### src/cpu_consts.svh
`ifndef CPU_CONSTS_SVH
`define CPU_CONSTS_SVH

// Datapath and storage sizes
`define CPU_XLEN    32
`define CPU_REGS    32
`define REG_AW      5
`define IMEM_WORDS  64
`define IMEM_AW     6
`define DMEM_WORDS  64
`define DMEM_AW     6

// Major opcodes, instr[6:0]
`define OPC_OP      7'b0110011
`define OPC_OPIMM   7'b0010011
`define OPC_LOAD    7'b0000011
`define OPC_STORE   7'b0100011

// funct3 values
`define F3_ADD      3'b000  // add, sub, addi
`define F3_SLL      3'b001
`define F3_SLT      3'b010
`define F3_SLTU     3'b011
`define F3_XOR      3'b100
`define F3_SR       3'b101  // srl, sra and immediate forms
`define F3_OR       3'b110
`define F3_AND      3'b111
`define F3_WORD     3'b010  // lw, sw

`endif
### src/cpu_pkg.sv
`include "cpu_consts.svh"

package cpu_pkg;

    typedef enum logic [3:0] {
        ALU_ADD  = 4'd0,
        ALU_SUB  = 4'd1,
        ALU_AND  = 4'd2,
        ALU_OR   = 4'd3,
        ALU_XOR  = 4'd4,
        ALU_SLL  = 4'd5,
        ALU_SRL  = 4'd6,
        ALU_SRA  = 4'd7,
        ALU_SLT  = 4'd8,
        ALU_SLTU = 4'd9
    } aluOp_e;

    // Fetch to decode
    typedef struct packed {
        logic                  valid;
        logic [`CPU_XLEN-1:0]  pc;
        logic [`CPU_XLEN-1:0]  instr;
    } fetchOut_t;

    // Decode to execute
    typedef struct packed {
        logic                  valid;
        logic [`CPU_XLEN-1:0]  pc;
        logic [`CPU_XLEN-1:0]  instr;
        aluOp_e                aluOp;
        logic                  aluSrc;     // 1 selects imm as second operand
        logic                  memRead;
        logic                  memWrite;
        logic                  regWrite;
        logic [`REG_AW-1:0]    rdAddr;
        logic [`CPU_XLEN-1:0]  rs1Data;
        logic [`CPU_XLEN-1:0]  rs2Data;
        logic [`CPU_XLEN-1:0]  imm;
    } decodeOut_t;

    // Execute to register file
    typedef struct packed {
        logic                  we;
        logic [`REG_AW-1:0]    addr;
        logic [`CPU_XLEN-1:0]  data;
    } wbReq_t;

    // One record per retired instruction
    typedef struct packed {
        logic                  valid;
        logic [`CPU_XLEN-1:0]  pc;
        logic [`CPU_XLEN-1:0]  instr;
        logic                  rdWrite;
        logic [`REG_AW-1:0]    rdAddr;
        logic [`CPU_XLEN-1:0]  rdData;
        logic                  memWrite;
        logic [`CPU_XLEN-1:0]  memAddr;
        logic [`CPU_XLEN-1:0]  memData;
    } retire_t;

endpackage

### src/fetchStage.sv
`include "cpu_consts.svh"

module fetchStage import cpu_pkg::*; (
    input  logic                  CLK,
    input  logic                  RST,
    input  logic                  progWrite,
    input  logic [`IMEM_AW-1:0]   progAddr,
    input  logic [`CPU_XLEN-1:0]  progData,
    output fetchOut_t             fetchOut
);

    logic [`CPU_XLEN-1:0] imem [`IMEM_WORDS];

    logic [`IMEM_AW-1:0]  pcIdx;     // Word index, wraps at memory depth
    logic [`CPU_XLEN-1:0] pc;
    fetchOut_t            fetchNext;

    assign pc = {{(`CPU_XLEN-`IMEM_AW-2){1'b0}}, pcIdx, 2'b00};

    // Program load port
    always_ff @(posedge CLK) begin
        if (progWrite) begin
            imem[progAddr] <= progData;
        end
    end

    always_ff @(posedge CLK) begin
        if (RST) begin
            pcIdx <= '0;              // Holds 0 through reset
        end else begin
            pcIdx <= pcIdx + 1'b1;    // pc + 4
        end
    end

    always_comb begin
        fetchNext.valid = 1'b1;
        fetchNext.pc    = pc;
        fetchNext.instr = imem[pcIdx];
    end

    // Fetch to decode register
    always_ff @(posedge CLK) begin
        if (RST) begin
            fetchOut.valid <= 1'b0;
        end else begin
            fetchOut <= fetchNext;
        end
    end

endmodule

### config.mk
export PLATFORM = sky130hd
export DESIGN_NAME = fetchStage
export DESIGN_NICKNAME = d
export VERILOG_FILES = /design/src/cpu_pkg.sv /design/src/fetchStage.sv
export VERILOG_INCLUDE_DIRS = /design/src
export SDC_FILE = /design/constraint.sdc
export NUM_CORES = 2
export LEC_CHECK = 0
export BUFFER_PORTS_ARGS = -buffer_cell sky130_fd_sc_hd__clkbuf_2
export CAP_MARGIN = 20
export CORE_MARGIN = 10
export CORE_UTILIZATION = 50
export DETAILED_ROUTE_END_ITERATION = 6
export GPL_TIMING_DRIVEN = 0
export PLACE_DENSITY = 0.69
export SYNTH_ARGS = -nofsm -noshare
export SYNTH_HDL_FRONTEND = slang
export SYNTH_SLANG_ARGS = --single-unit
### constraint.sdc
create_clock -name CLK -period 10.01 [get_ports CLK]
set_clock_uncertainty 0.15 [all_clocks]
set_input_delay 1.001 -clock CLK [delete_from_list [all_inputs] [get_ports CLK]]
set_output_delay 1.001 -clock CLK [all_outputs]
set_load 0.02 [all_outputs]
==> flow_summary.json <==
{
  "synth-edff-count": 2086,
  "cts_setup_buffers": 0,
  "tightestPinTransition_ns": 1.352,
  "placed_cells": 5961,
  "clk_path_buf_depth": 3,
  "synth_top_family_by_area": "multiplexers",
  "setup_ws_ns": 4.994,
  "synth_area_mm2": 0.08007,
  "wl_per_cell_um": 37.43,
  "setup_viol_count_final": 0,
  "start_kind": "register",
  "syn_avg_cell_area_um2": 21.68,
  "totalWireLength_um": 237500,
  "drv_cap": 0,
  "synth_xor_area_frac": 0.0004375,
  "die_w_um": 420.2,
  "cts_tree": "done",
  "vias_per_cell": 6.618,
  "final_cells": 6345,
  "drt_iter0_markers": 7169,
  "route.detailed.drc": 5,
  "placed_area_mm2": 0.08558,
  "synth_largest_area_cell": "edfxtp_1",
  "critPathMaxFanout": 10,
  "cts_htree_levels": 4,
  "yosys.area_share.simple": 0.01502,
  "grt_pass1_vias": 40740,
  "synth_compound_area_frac": 0.03500,
  "drive_above_1_share": 0.2554,
  "rrSetupSlack_ns": 4.99,
  "worstSetupPathType": "reg2reg",
  "clkSlewWorstSetupHoldPaths_ns": 0.06,
  "routed.top_layer": "met5",
  "root_buffer": "clkbuf_16",
  "rsz0062_at_grt": "no",
  "cts_buffers": 202,
  "cts_sinks": 2093,
  "place_ws_ns": 5.228,
  "worstPathArrival_ns": 5.56,
  "synthAdderAreaFrac": 0.0001563,
  "ys_types": 52,
  "num_rows": 146,
  "dp_hpwl_um": 159900,
  "synth_top_area_frac": 0.7823,
  "dr_wl_met3_um": 30300,
  "drtPass1Iterations": 7,
  "final_cell_area_mm2": 0.09214,
  "start_util": 0.5044,
  "hold_path_class": "in2reg",
  "static-leakage-power_nw": 28.60,
  "io_pins": 106,
  "worstSkewPairLatency_ns": 0.88,
  "core_area_mm2": 0.1587,
  "track_usage": 0.2684,
  "die_area_mm2": 0.1766,
  "ys_top_cells_by_area": "edfxtp_1 78%, mux4_2 11%, mux2i_1 3.4%, a211oi_1 0.51%, buf_4 0.50%",
  "gp_congestion": 0.9838,
  "final_nets": 4141,
  "slew_viol_final": 0,
  "synthArstFlopShare": 0,
  "grt_pass1_wl_um": 326400,
  "fin_crit_sh": 0.5011,
  "endpoint_kind": "register",
  "port_buffers": 74,
  "ctsHoldBuffers": 0,
  "cts_resized": 0,
  "yosysSeqAreaShare": 0.7840,
  "ys_seq_elements": 2093,
  "synth_flop_cell": "edfxtp_1",
  "via_count": 41990,
  "vdd_drop_max_mv": 0.1955,
  "wl_met1_um": 83720,
  "clock.fmax_mhz": 199.4,
  "p_per_area_mw_per_mm2": 200.8,
  "syn_to_final_growth_pct": 15.07,
  "setup_tns_ns": 0,
  "synthMuxAreaShare": 0.1480,
  "antenna_found_initial": 24,
  "gr-total-overflow": 0,
  "yosysWarnings": 0,
  "final.min_clock_period_ns": 5.016,
  "syn_inst": 3693,
  "worstPathRequired_ns": 10.55,
  "wl_met2_um": 105700,
  "grt_max_degree": 65,
  "finalHoldViolCount": 0,
  "slew_headroom": 0.09897,
  "violations": "DRC",
  "ant_nets": 0,
  "die_height_um": 420.2,
  "status": "complete, but fails checks"
}
-- worst max-delay path: stages (launching register included) --
cell and delay (ns):
dfxtp_1 0.79, clkinv_1 0.37, nor2_1 0.43, clkbuf_1 0.58
clkbuf_1 1.05, a211oi_1 0.36, a21oi_1 0.78, a32o_1 0.32
-- worst paths after layout --
kind / start / end / depth (start not counted)
worst max-delay path: pcIdx[3] / fetchOut[22] / 7
worst max register to register: pcIdx[3] / fetchOut[22] / 7
worst min-delay path: RST / pcIdx[4] / 2
worst min register to register: pcIdx[2] / fetchOut[36] / 0
-- registers in the layout, indices dropped and copies added, names as in the netlist --
signal,cells
imem,2048
fetchOut,39
pcIdx,6
-- metal layers --
| layer | vias to the layer above | GRT usage |
|---|---|---|
| li1 | 16330 | - |
| met1 | 21870 | 0.3521 |
| met2 | 3107 | 0.3955 |
| met3 | 674 | 0.08038 |
| met4 | 8 | 0.1655 |
| met5 | - | 0 |
-- synthesized netlist by cell type, types with 2 or more instances --
cell type / n
nand2_1: 105
a211oi_1: 54
or3b_2: 3
nand2b_1: 4
a31o_1: 2
o22ai_1: 34
xor2_1: 2
a22oi_1: 51
a211o_1: 10
nor2_1: 98
a32o_1: 6
buf_2: 73
or2_2: 2
a22o_1: 27
buf_4: 53
o211ai_1: 2
edfxtp_1: 2086
o2bb2ai_1: 7
o221ai_1: 27
o21ai_1: 20
and2_1: 2
mux4_2: 402
a2bb2oi_1: 2
nand3_1: 26
o21ai_0: 50
nand3b_1: 3
nand4_1: 8
nor3_1: 12
mux2_2: 9
a221o_1: 18
mux2i_1: 269
a21oi_1: 57
or3_1: 2
nor2b_1: 10
a221oi_1: 18
buf_1: 8
clkbuf_1: 75
a31oi_1: 8
buf_6: 27
xnor2_1: 2
o21a_1: 2
dfxtp_1: 7
-- cell families (layout without fill, tap and decap cells) --
group / after synthesis / in the layout
AO/OA/AOI/OAI: 398 / 398
multiplexers: 680 / 680
buffers and inverters: 239 / 781
other: 1 / 39
XOR/XNOR: 4 / 4
flip-flops: 2093 / 2093
AND/OR/NAND/NOR: 277 / 277
adder cells (fa/ha/maj): 1 / 1
-- metrics by stage --
stage                     hold WS [ns]  utilization  power [mW]
after floorplan                 0.2564            -       10.60
after global placement          0.4551       0.5237       11.17
after detailed placement        0.4579       0.5391       11.23
after CTS                       0.3670       0.5796       18.52
after global routing            0.3796       0.5803       18.95
final                           0.4152       0.5805       18.50
-- cell type report --
cell class	instances	area, um2
Clock buffer	254	5270
Inverter	3	11.26
Antenna cell	13	32.53
Buffer	236	1379
Clock inverter	111	1164
Sequential cell	2093	62780
Multi-Input combinational cell	1386	16470
Fill cell	11180	66600
Timing Repair Buffer	177	2442
Tap cell	2072	2592
-- layout by cell type (no fill, tap or decap), types with 9 or more instances in the layout --
master | Yosys | routed
a22oi_1 | 51 | 51
clkinv_1 | 1 | 42
a21oi_1 | 57 | 57
bufinv_16 | 0 | 14
buf_12 | 0 | 72
edfxtp_1 | 2086 | 2086
a221o_1 | 18 | 18
clkbuf_1 | 75 | 125
buf_16 | 0 | 14
nor2b_1 | 10 | 10
buf_6 | 27 | 33
a22o_1 | 27 | 27
buf_4 | 53 | 53
clkbuf_2 | 0 | 63
o21ai_0 | 50 | 50
diode_2 | 0 | 13
a221oi_1 | 18 | 18
clkbuf_16 | 0 | 202
clkbuf_4 | 0 | 13
o22ai_1 | 34 | 34
o221ai_1 | 27 | 27
clkinv_2 | 0 | 34
nor3_1 | 12 | 10
nor2_1 | 98 | 36
nand3_1 | 26 | 26
mux4_2 | 402 | 402
nor2_4 | 0 | 62
conb_1 | 1 | 26
o21ai_1 | 20 | 20
buf_8 | 0 | 9
a211oi_1 | 54 | 54
nand2_1 | 105 | 105
mux2i_1 | 269 | 269
buf_2 | 73 | 73
a211o_1 | 10 | 10
mux2_2 | 9 | 9
-- where the power goes --
group          internal, mW  total [mW]  switching, mW
clock                  4.12        7.43           3.32
sequential             9.72        9.74         0.0222
combinational         0.454        1.33          0.877
Note: power is estimated with default switching activity, not from simulation.
