File: src/cpu_consts.svh
`ifndef CPU_CONSTS_SVH
`define CPU_CONSTS_SVH

// Datapath and storage sizes
`define CPU_XLEN    32
`define CPU_REGS    32
`define REG_AW      5
`define IMEM_WORDS  64
`define IMEM_AW     6
`define DMEM_WORDS  64
`define DMEM_AW     6

// Major opcodes, instr[6:0]
`define OPC_OP      7'b0110011
`define OPC_OPIMM   7'b0010011
`define OPC_LOAD    7'b0000011
`define OPC_STORE   7'b0100011

// funct3 values
`define F3_ADD      3'b000  // add, sub, addi
`define F3_SLL      3'b001
`define F3_SLT      3'b010
`define F3_SLTU     3'b011
`define F3_XOR      3'b100
`define F3_SR       3'b101  // srl, sra and immediate forms
`define F3_OR       3'b110
`define F3_AND      3'b111
`define F3_WORD     3'b010  // lw, sw

`endif
File: src/cpu_pkg.sv
`include "cpu_consts.svh"

package cpu_pkg;

    typedef enum logic [3:0] {
        ALU_ADD  = 4'd0,
        ALU_SUB  = 4'd1,
        ALU_AND  = 4'd2,
        ALU_OR   = 4'd3,
        ALU_XOR  = 4'd4,
        ALU_SLL  = 4'd5,
        ALU_SRL  = 4'd6,
        ALU_SRA  = 4'd7,
        ALU_SLT  = 4'd8,
        ALU_SLTU = 4'd9
    } aluOp_e;

    // Fetch to decode
    typedef struct packed {
        logic                  valid;
        logic [`CPU_XLEN-1:0]  pc;
        logic [`CPU_XLEN-1:0]  instr;
    } fetchOut_t;

    // Decode to execute
    typedef struct packed {
        logic                  valid;
        logic [`CPU_XLEN-1:0]  pc;
        logic [`CPU_XLEN-1:0]  instr;
        aluOp_e                aluOp;
        logic                  aluSrc;     // 1 selects imm as second operand
        logic                  memRead;
        logic                  memWrite;
        logic                  regWrite;
        logic [`REG_AW-1:0]    rdAddr;
        logic [`CPU_XLEN-1:0]  rs1Data;
        logic [`CPU_XLEN-1:0]  rs2Data;
        logic [`CPU_XLEN-1:0]  imm;
    } decodeOut_t;

    // Execute to register file
    typedef struct packed {
        logic                  we;
        logic [`REG_AW-1:0]    addr;
        logic [`CPU_XLEN-1:0]  data;
    } wbReq_t;

    // One record per retired instruction
    typedef struct packed {
        logic                  valid;
        logic [`CPU_XLEN-1:0]  pc;
        logic [`CPU_XLEN-1:0]  instr;
        logic                  rdWrite;
        logic [`REG_AW-1:0]    rdAddr;
        logic [`CPU_XLEN-1:0]  rdData;
        logic                  memWrite;
        logic [`CPU_XLEN-1:0]  memAddr;
        logic [`CPU_XLEN-1:0]  memData;
    } retire_t;

endpackage

File: src/decodeStage.sv
`include "cpu_consts.svh"

module decodeStage import cpu_pkg::*; (
    input  logic                  CLK,
    input  logic                  RST,
    input  fetchOut_t             fetchIn,
    output logic [`REG_AW-1:0]    rs1Addr,
    output logic [`REG_AW-1:0]    rs2Addr,
    input  logic [`CPU_XLEN-1:0]  rs1Data,
    input  logic [`CPU_XLEN-1:0]  rs2Data,
    output decodeOut_t            decodeOut
);

    logic [6:0]           opcode;
    logic [2:0]           funct3;
    logic                 bit30;
    logic [`CPU_XLEN-1:0] iImm;
    logic [`CPU_XLEN-1:0] sImm;
    logic                 supported;
    decodeOut_t           decodeNext;

    // ALU control from {bit30, funct3}; sub only exists in register form
    function automatic aluOp_e aluCtrl(input logic isImm, input logic b30,
                                       input logic [2:0] f3);
        aluOp_e op;
        case (f3)
            `F3_ADD:  op = (b30 && !isImm) ? ALU_SUB : ALU_ADD;
            `F3_SLL:  op = ALU_SLL;
            `F3_SLT:  op = ALU_SLT;
            `F3_SLTU: op = ALU_SLTU;
            `F3_XOR:  op = ALU_XOR;
            `F3_SR:   op = b30 ? ALU_SRA : ALU_SRL;
            `F3_OR:   op = ALU_OR;
            default:  op = ALU_AND;
        endcase
        return op;
    endfunction

    assign opcode  = fetchIn.instr[6:0];
    assign funct3  = fetchIn.instr[14:12];
    assign bit30   = fetchIn.instr[30];
    assign rs1Addr = fetchIn.instr[19:15];
    assign rs2Addr = fetchIn.instr[24:20];

    assign iImm = {{20{fetchIn.instr[31]}}, fetchIn.instr[31:20]};
    assign sImm = {{20{fetchIn.instr[31]}}, fetchIn.instr[31:25], fetchIn.instr[11:7]};

    always_comb begin
        decodeNext.pc       = fetchIn.pc;
        decodeNext.instr    = fetchIn.instr;
        decodeNext.rdAddr   = fetchIn.instr[11:7];
        decodeNext.rs1Data  = rs1Data;
        decodeNext.rs2Data  = rs2Data;
        decodeNext.aluOp    = ALU_ADD;   // Address calc for lw and sw
        decodeNext.aluSrc   = 1'b1;
        decodeNext.memRead  = 1'b0;
        decodeNext.memWrite = 1'b0;
        decodeNext.regWrite = 1'b0;
        decodeNext.imm      = iImm;
        supported           = 1'b1;

        case (opcode)
            `OPC_OP: begin
                decodeNext.aluOp    = aluCtrl(1'b0, bit30, funct3);
                decodeNext.aluSrc   = 1'b0;
                decodeNext.regWrite = 1'b1;
            end
            `OPC_OPIMM: begin
                decodeNext.aluOp    = aluCtrl(1'b1, bit30, funct3);
                decodeNext.regWrite = 1'b1;
            end
            `OPC_LOAD: begin
                decodeNext.memRead  = 1'b1;
                decodeNext.regWrite = 1'b1;
                supported           = (funct3 == `F3_WORD);   // lw only
            end
            `OPC_STORE: begin
                decodeNext.memWrite = 1'b1;
                decodeNext.imm      = sImm;
                supported           = (funct3 == `F3_WORD);   // sw only
            end
            default: supported = 1'b0;   // Becomes a bubble
        endcase

        decodeNext.valid = fetchIn.valid && supported;
    end

    // Decode to execute register
    always_ff @(posedge CLK) begin
        if (RST) begin
            decodeOut.valid <= 1'b0;
        end else begin
            decodeOut <= decodeNext;
        end
    end

endmodule

File: config.mk
export PLATFORM = sky130hd
export DESIGN_NAME = decodeStage
export DESIGN_NICKNAME = d
export VERILOG_FILES = /design/src/cpu_pkg.sv /design/src/decodeStage.sv
export VERILOG_INCLUDE_DIRS = /design/src
export SDC_FILE = /design/constraint.sdc
export NUM_CORES = 1
export LEC_CHECK = 0
export BUFFER_PORTS_ARGS = -buffer_cell sky130_fd_sc_hd__buf_2
export CAP_MARGIN = 10
export CORE_AREA = 2 2 123 125
export CTS_CLUSTER_DIAMETER = 30
export CTS_CLUSTER_SIZE = 8
export DETAILED_ROUTE_END_ITERATION = 16
export DIE_AREA = 0 0 125 127
export PLACE_DENSITY = 0.69
export SYNTH_ARGS = -nofsm -noshare
export SYNTH_HDL_FRONTEND = slang
export SYNTH_SLANG_ARGS = --single-unit
File: constraint.sdc
create_clock -name CLK -period 5.9 [get_ports CLK]
set_input_delay 0.59 -clock CLK [delete_from_list [all_inputs] [get_ports CLK]]
set_output_delay 0.59 -clock CLK [all_outputs]
set_load 0.01 [all_outputs]
==> metrics <==
synthesis-to-layout area growth 42.8%; f_max around 500 MHz; CP max stage cell buf_4; Antenna Violating Nets Remaining 0; MaxCap Viol Count 0; Worst Path Required between 5 and 6 ns; Die Span X about 130 um; number of synthesized flops with an enable pin roughly 140; IO buf count 314; Top FF cell, synth edfxtp_1; Hold Path End decodeOut[95]; Top reg by flops decodeOut; Largest regs decodeOut x142; GRT Total Usage 14.0%; Detailed Place HPWL ~8500 um; Initial Utilization between 30% and 40%; synthesized area 4780 um^2; n_diodes 0; post-synth top area cell edfxtp_1; path type of the worst setup path input port to flip-flop; share of cells above drive strength 1 68.4%; CORE AREA approximately 14,000 um^2; Hold Path Origin rs1Data[31]; chip height 127 um; nets 637; drt pass-1 iters 4; RSZ-0062 raised after global routing false; final period utilization between 30% and 40%; Internal about 1900 uW; Setup Fix Bufs, Post-CTS 0; row count between 40 and 50; Slew Limit Headroom roughly 36%; worst slack at placement 3.41 ns; Worst path top cell family by delay buffers and inverters; DR WL/cell 16.0 um; Least-Margin Pin Slew ~0.96 ns; Resize count post-CTS 0; gate count of the mapped netlist 214; crit path buf inv count 3; H-tree depth 4; vias in the first global route just under 3,000; global route total overflow 0; total die area 15,900 um^2; Reg power frac between 50% and 60%; Yosys reg bits 142; power per cell area 354 nW/um^2; Hold Buf Count CTS 0; synth top area cells edfxtp_1 (89%), buf_4 (6.6%), mux2_2 (1.4%); CP Capture Type flip-flop; CTS Buf Count 17; post-synthesis sequential area ratio just under 90%; crit path from RST; Max stage delay on crit path just over 0.8 ns; clk buf depth 2; Critical Path Fanout Max 76; async set-reset flop share out of synthesis 0%; P_sw around 550 uW; part of the power in the clock network between 40% and 50%; Net Sw Frac between 20% and 30%; final count of negative-setup-slack endpoints 0; Max Slew Vio Count 0; detail-routed via count per cell ~4.2; Fin. Hold Viols 0; clock root buffer master clkbuf_16; share of the synthesized area in the top cell type between 80 and 90%; max reg flops roughly 140; Post-Syn Nets 345; via count 2,973; # clock sinks 142; CTS tree yes; cell with the most instances after synthesis edfxtp_1; Logic pwr share a little under a tenth; critical-path cell list buf_2 > inv_6 > buf_4; Startpoint Class input port; GPL Wtd Cong between 0.7 and 0.8; status completed; DRC 0; worst path arrival time 2.05 ns; initial antenna violation count 1; Yosys cell types 18; largest net degree at the start of global routing 77; final wirelength 11,300 um; Setup TNS 0 ns; Clock transition at path regs approximately 0.060 ns; post-layout min period 2.02 ns; Commonest cells post-synth edfxtp_1 (141), buf_4 (42), mux2_2 (6); worst hold stages 1; syn avg cell area ~22 um^2; Starting DRT DRC Count approximately 160; min setup slack post-route 3.88 ns; Ys Warns 0; Worst VDD drop ~180 uV; Leakage about 0.0030 uW; first-pass GRT wire length around 16,000 um; Boundary Pins 315; Hold/Removal Path Class input port to flip-flop
-- placed cells by master (no fill, tap or decap) --
| cell | instances |
|---|---|
| a21oi_1 | 2 |
| and3b_2 | 1 |
| buf_2 | 314 |
| buf_4 | 1 |
| bufinv_16 | 1 |
| clkbuf_1 | 1 |
| clkbuf_16 | 17 |
| clkinv_1 | 1 |
| clkinv_2 | 4 |
| clkinv_4 | 3 |
| clkinvlp_4 | 3 |
| dfxtp_1 | 1 |
| edfxtp_1 | 141 |
| inv_1 | 2 |
| inv_6 | 3 |
| mux2_2 | 6 |
| nand2_1 | 2 |
| nand3_1 | 1 |
| nand4_1 | 1 |
| nand4_4 | 1 |
| nor2_1 | 3 |
| nor2_2 | 1 |
| nor2b_1 | 2 |
| nor3_1 | 2 |
| nor3b_1 | 2 |
| nor4b_1 | 1 |
| o21ai_0 | 2 |
-- power by group through the flow --
stage | clock network, uW | logic [uW] | registers, uW
detailed placement | 0 | 226 | 1240
global placement | 0 | 224 | 1240
finish | 975 | 222 | 1220
floorplan | 0 | 59.1 | 1290
global route | 1050 | 240 | 1230
CTS | 1000 | 227 | 1220
-- area by class of cell --
type	count	area [um^2]
fill	1269	7590
sequential	142	4250
timing repair buffer	315	1580
clock buffer	18	429
tap	184	230
multi-input combinational	27	201
clock inverter	14	120
inverter	3	16.3
-- how the worst max path moves through the flow --
stage / to / slack, ns / depth (start not counted)
after floorplan: decodeOut[0] / 2.10 / 1
after global placement: decodeOut[137] / 3.51 / 3
after detailed placement: decodeOut[142] / 3.41 / 3
after CTS: decodeOut[146] / 3.89 / 3
after global routing: decodeOut[85] / 3.75 / 3
final: decodeOut[146] / 3.88 / 3
-- metrics by stage --
stage	cell area (um^2)	util, %	instances	hold slack (ns)	total power (uW)
2_1_floorplan	4780	-	214	0.667	1350
3_3_place_gp	6280	43.5	671	0.767	1460
3_5_place_dp	6280	43.5	671	0.768	1470
4_1_cts	6830	47.4	703	0.328	2450
5_1_grt	6830	47.4	703	0.326	2520
6_report	6830	47.4	703	0.354	2420
-- logic make-up (layout without fill, tap and decap cells) --
| logic type | count (synthesis) | after routing | synth area share (%) |
|---|---|---|---|
| simple gates | 17 | 17 | 2.38 |
| compound gates | 4 | 4 | 0.419 |
| buf+inv | 45 | 350 | 6.83 |
| flops | 142 | 142 | 89.0 |
| mux | 6 | 6 | 1.41 |
-- metal layers --
metal	global-route usage, %	vias up	wire (um)	part of all wire [%]
met5	0	-	0	0
met3	7.58	12	1400	12
li1	-	1363	-	-
met1	14.7	1401	3890	35
met4	6.14	0	182	1.6
met2	23.4	197	5770	51
Note: power is estimated with default switching activity, not from simulation.
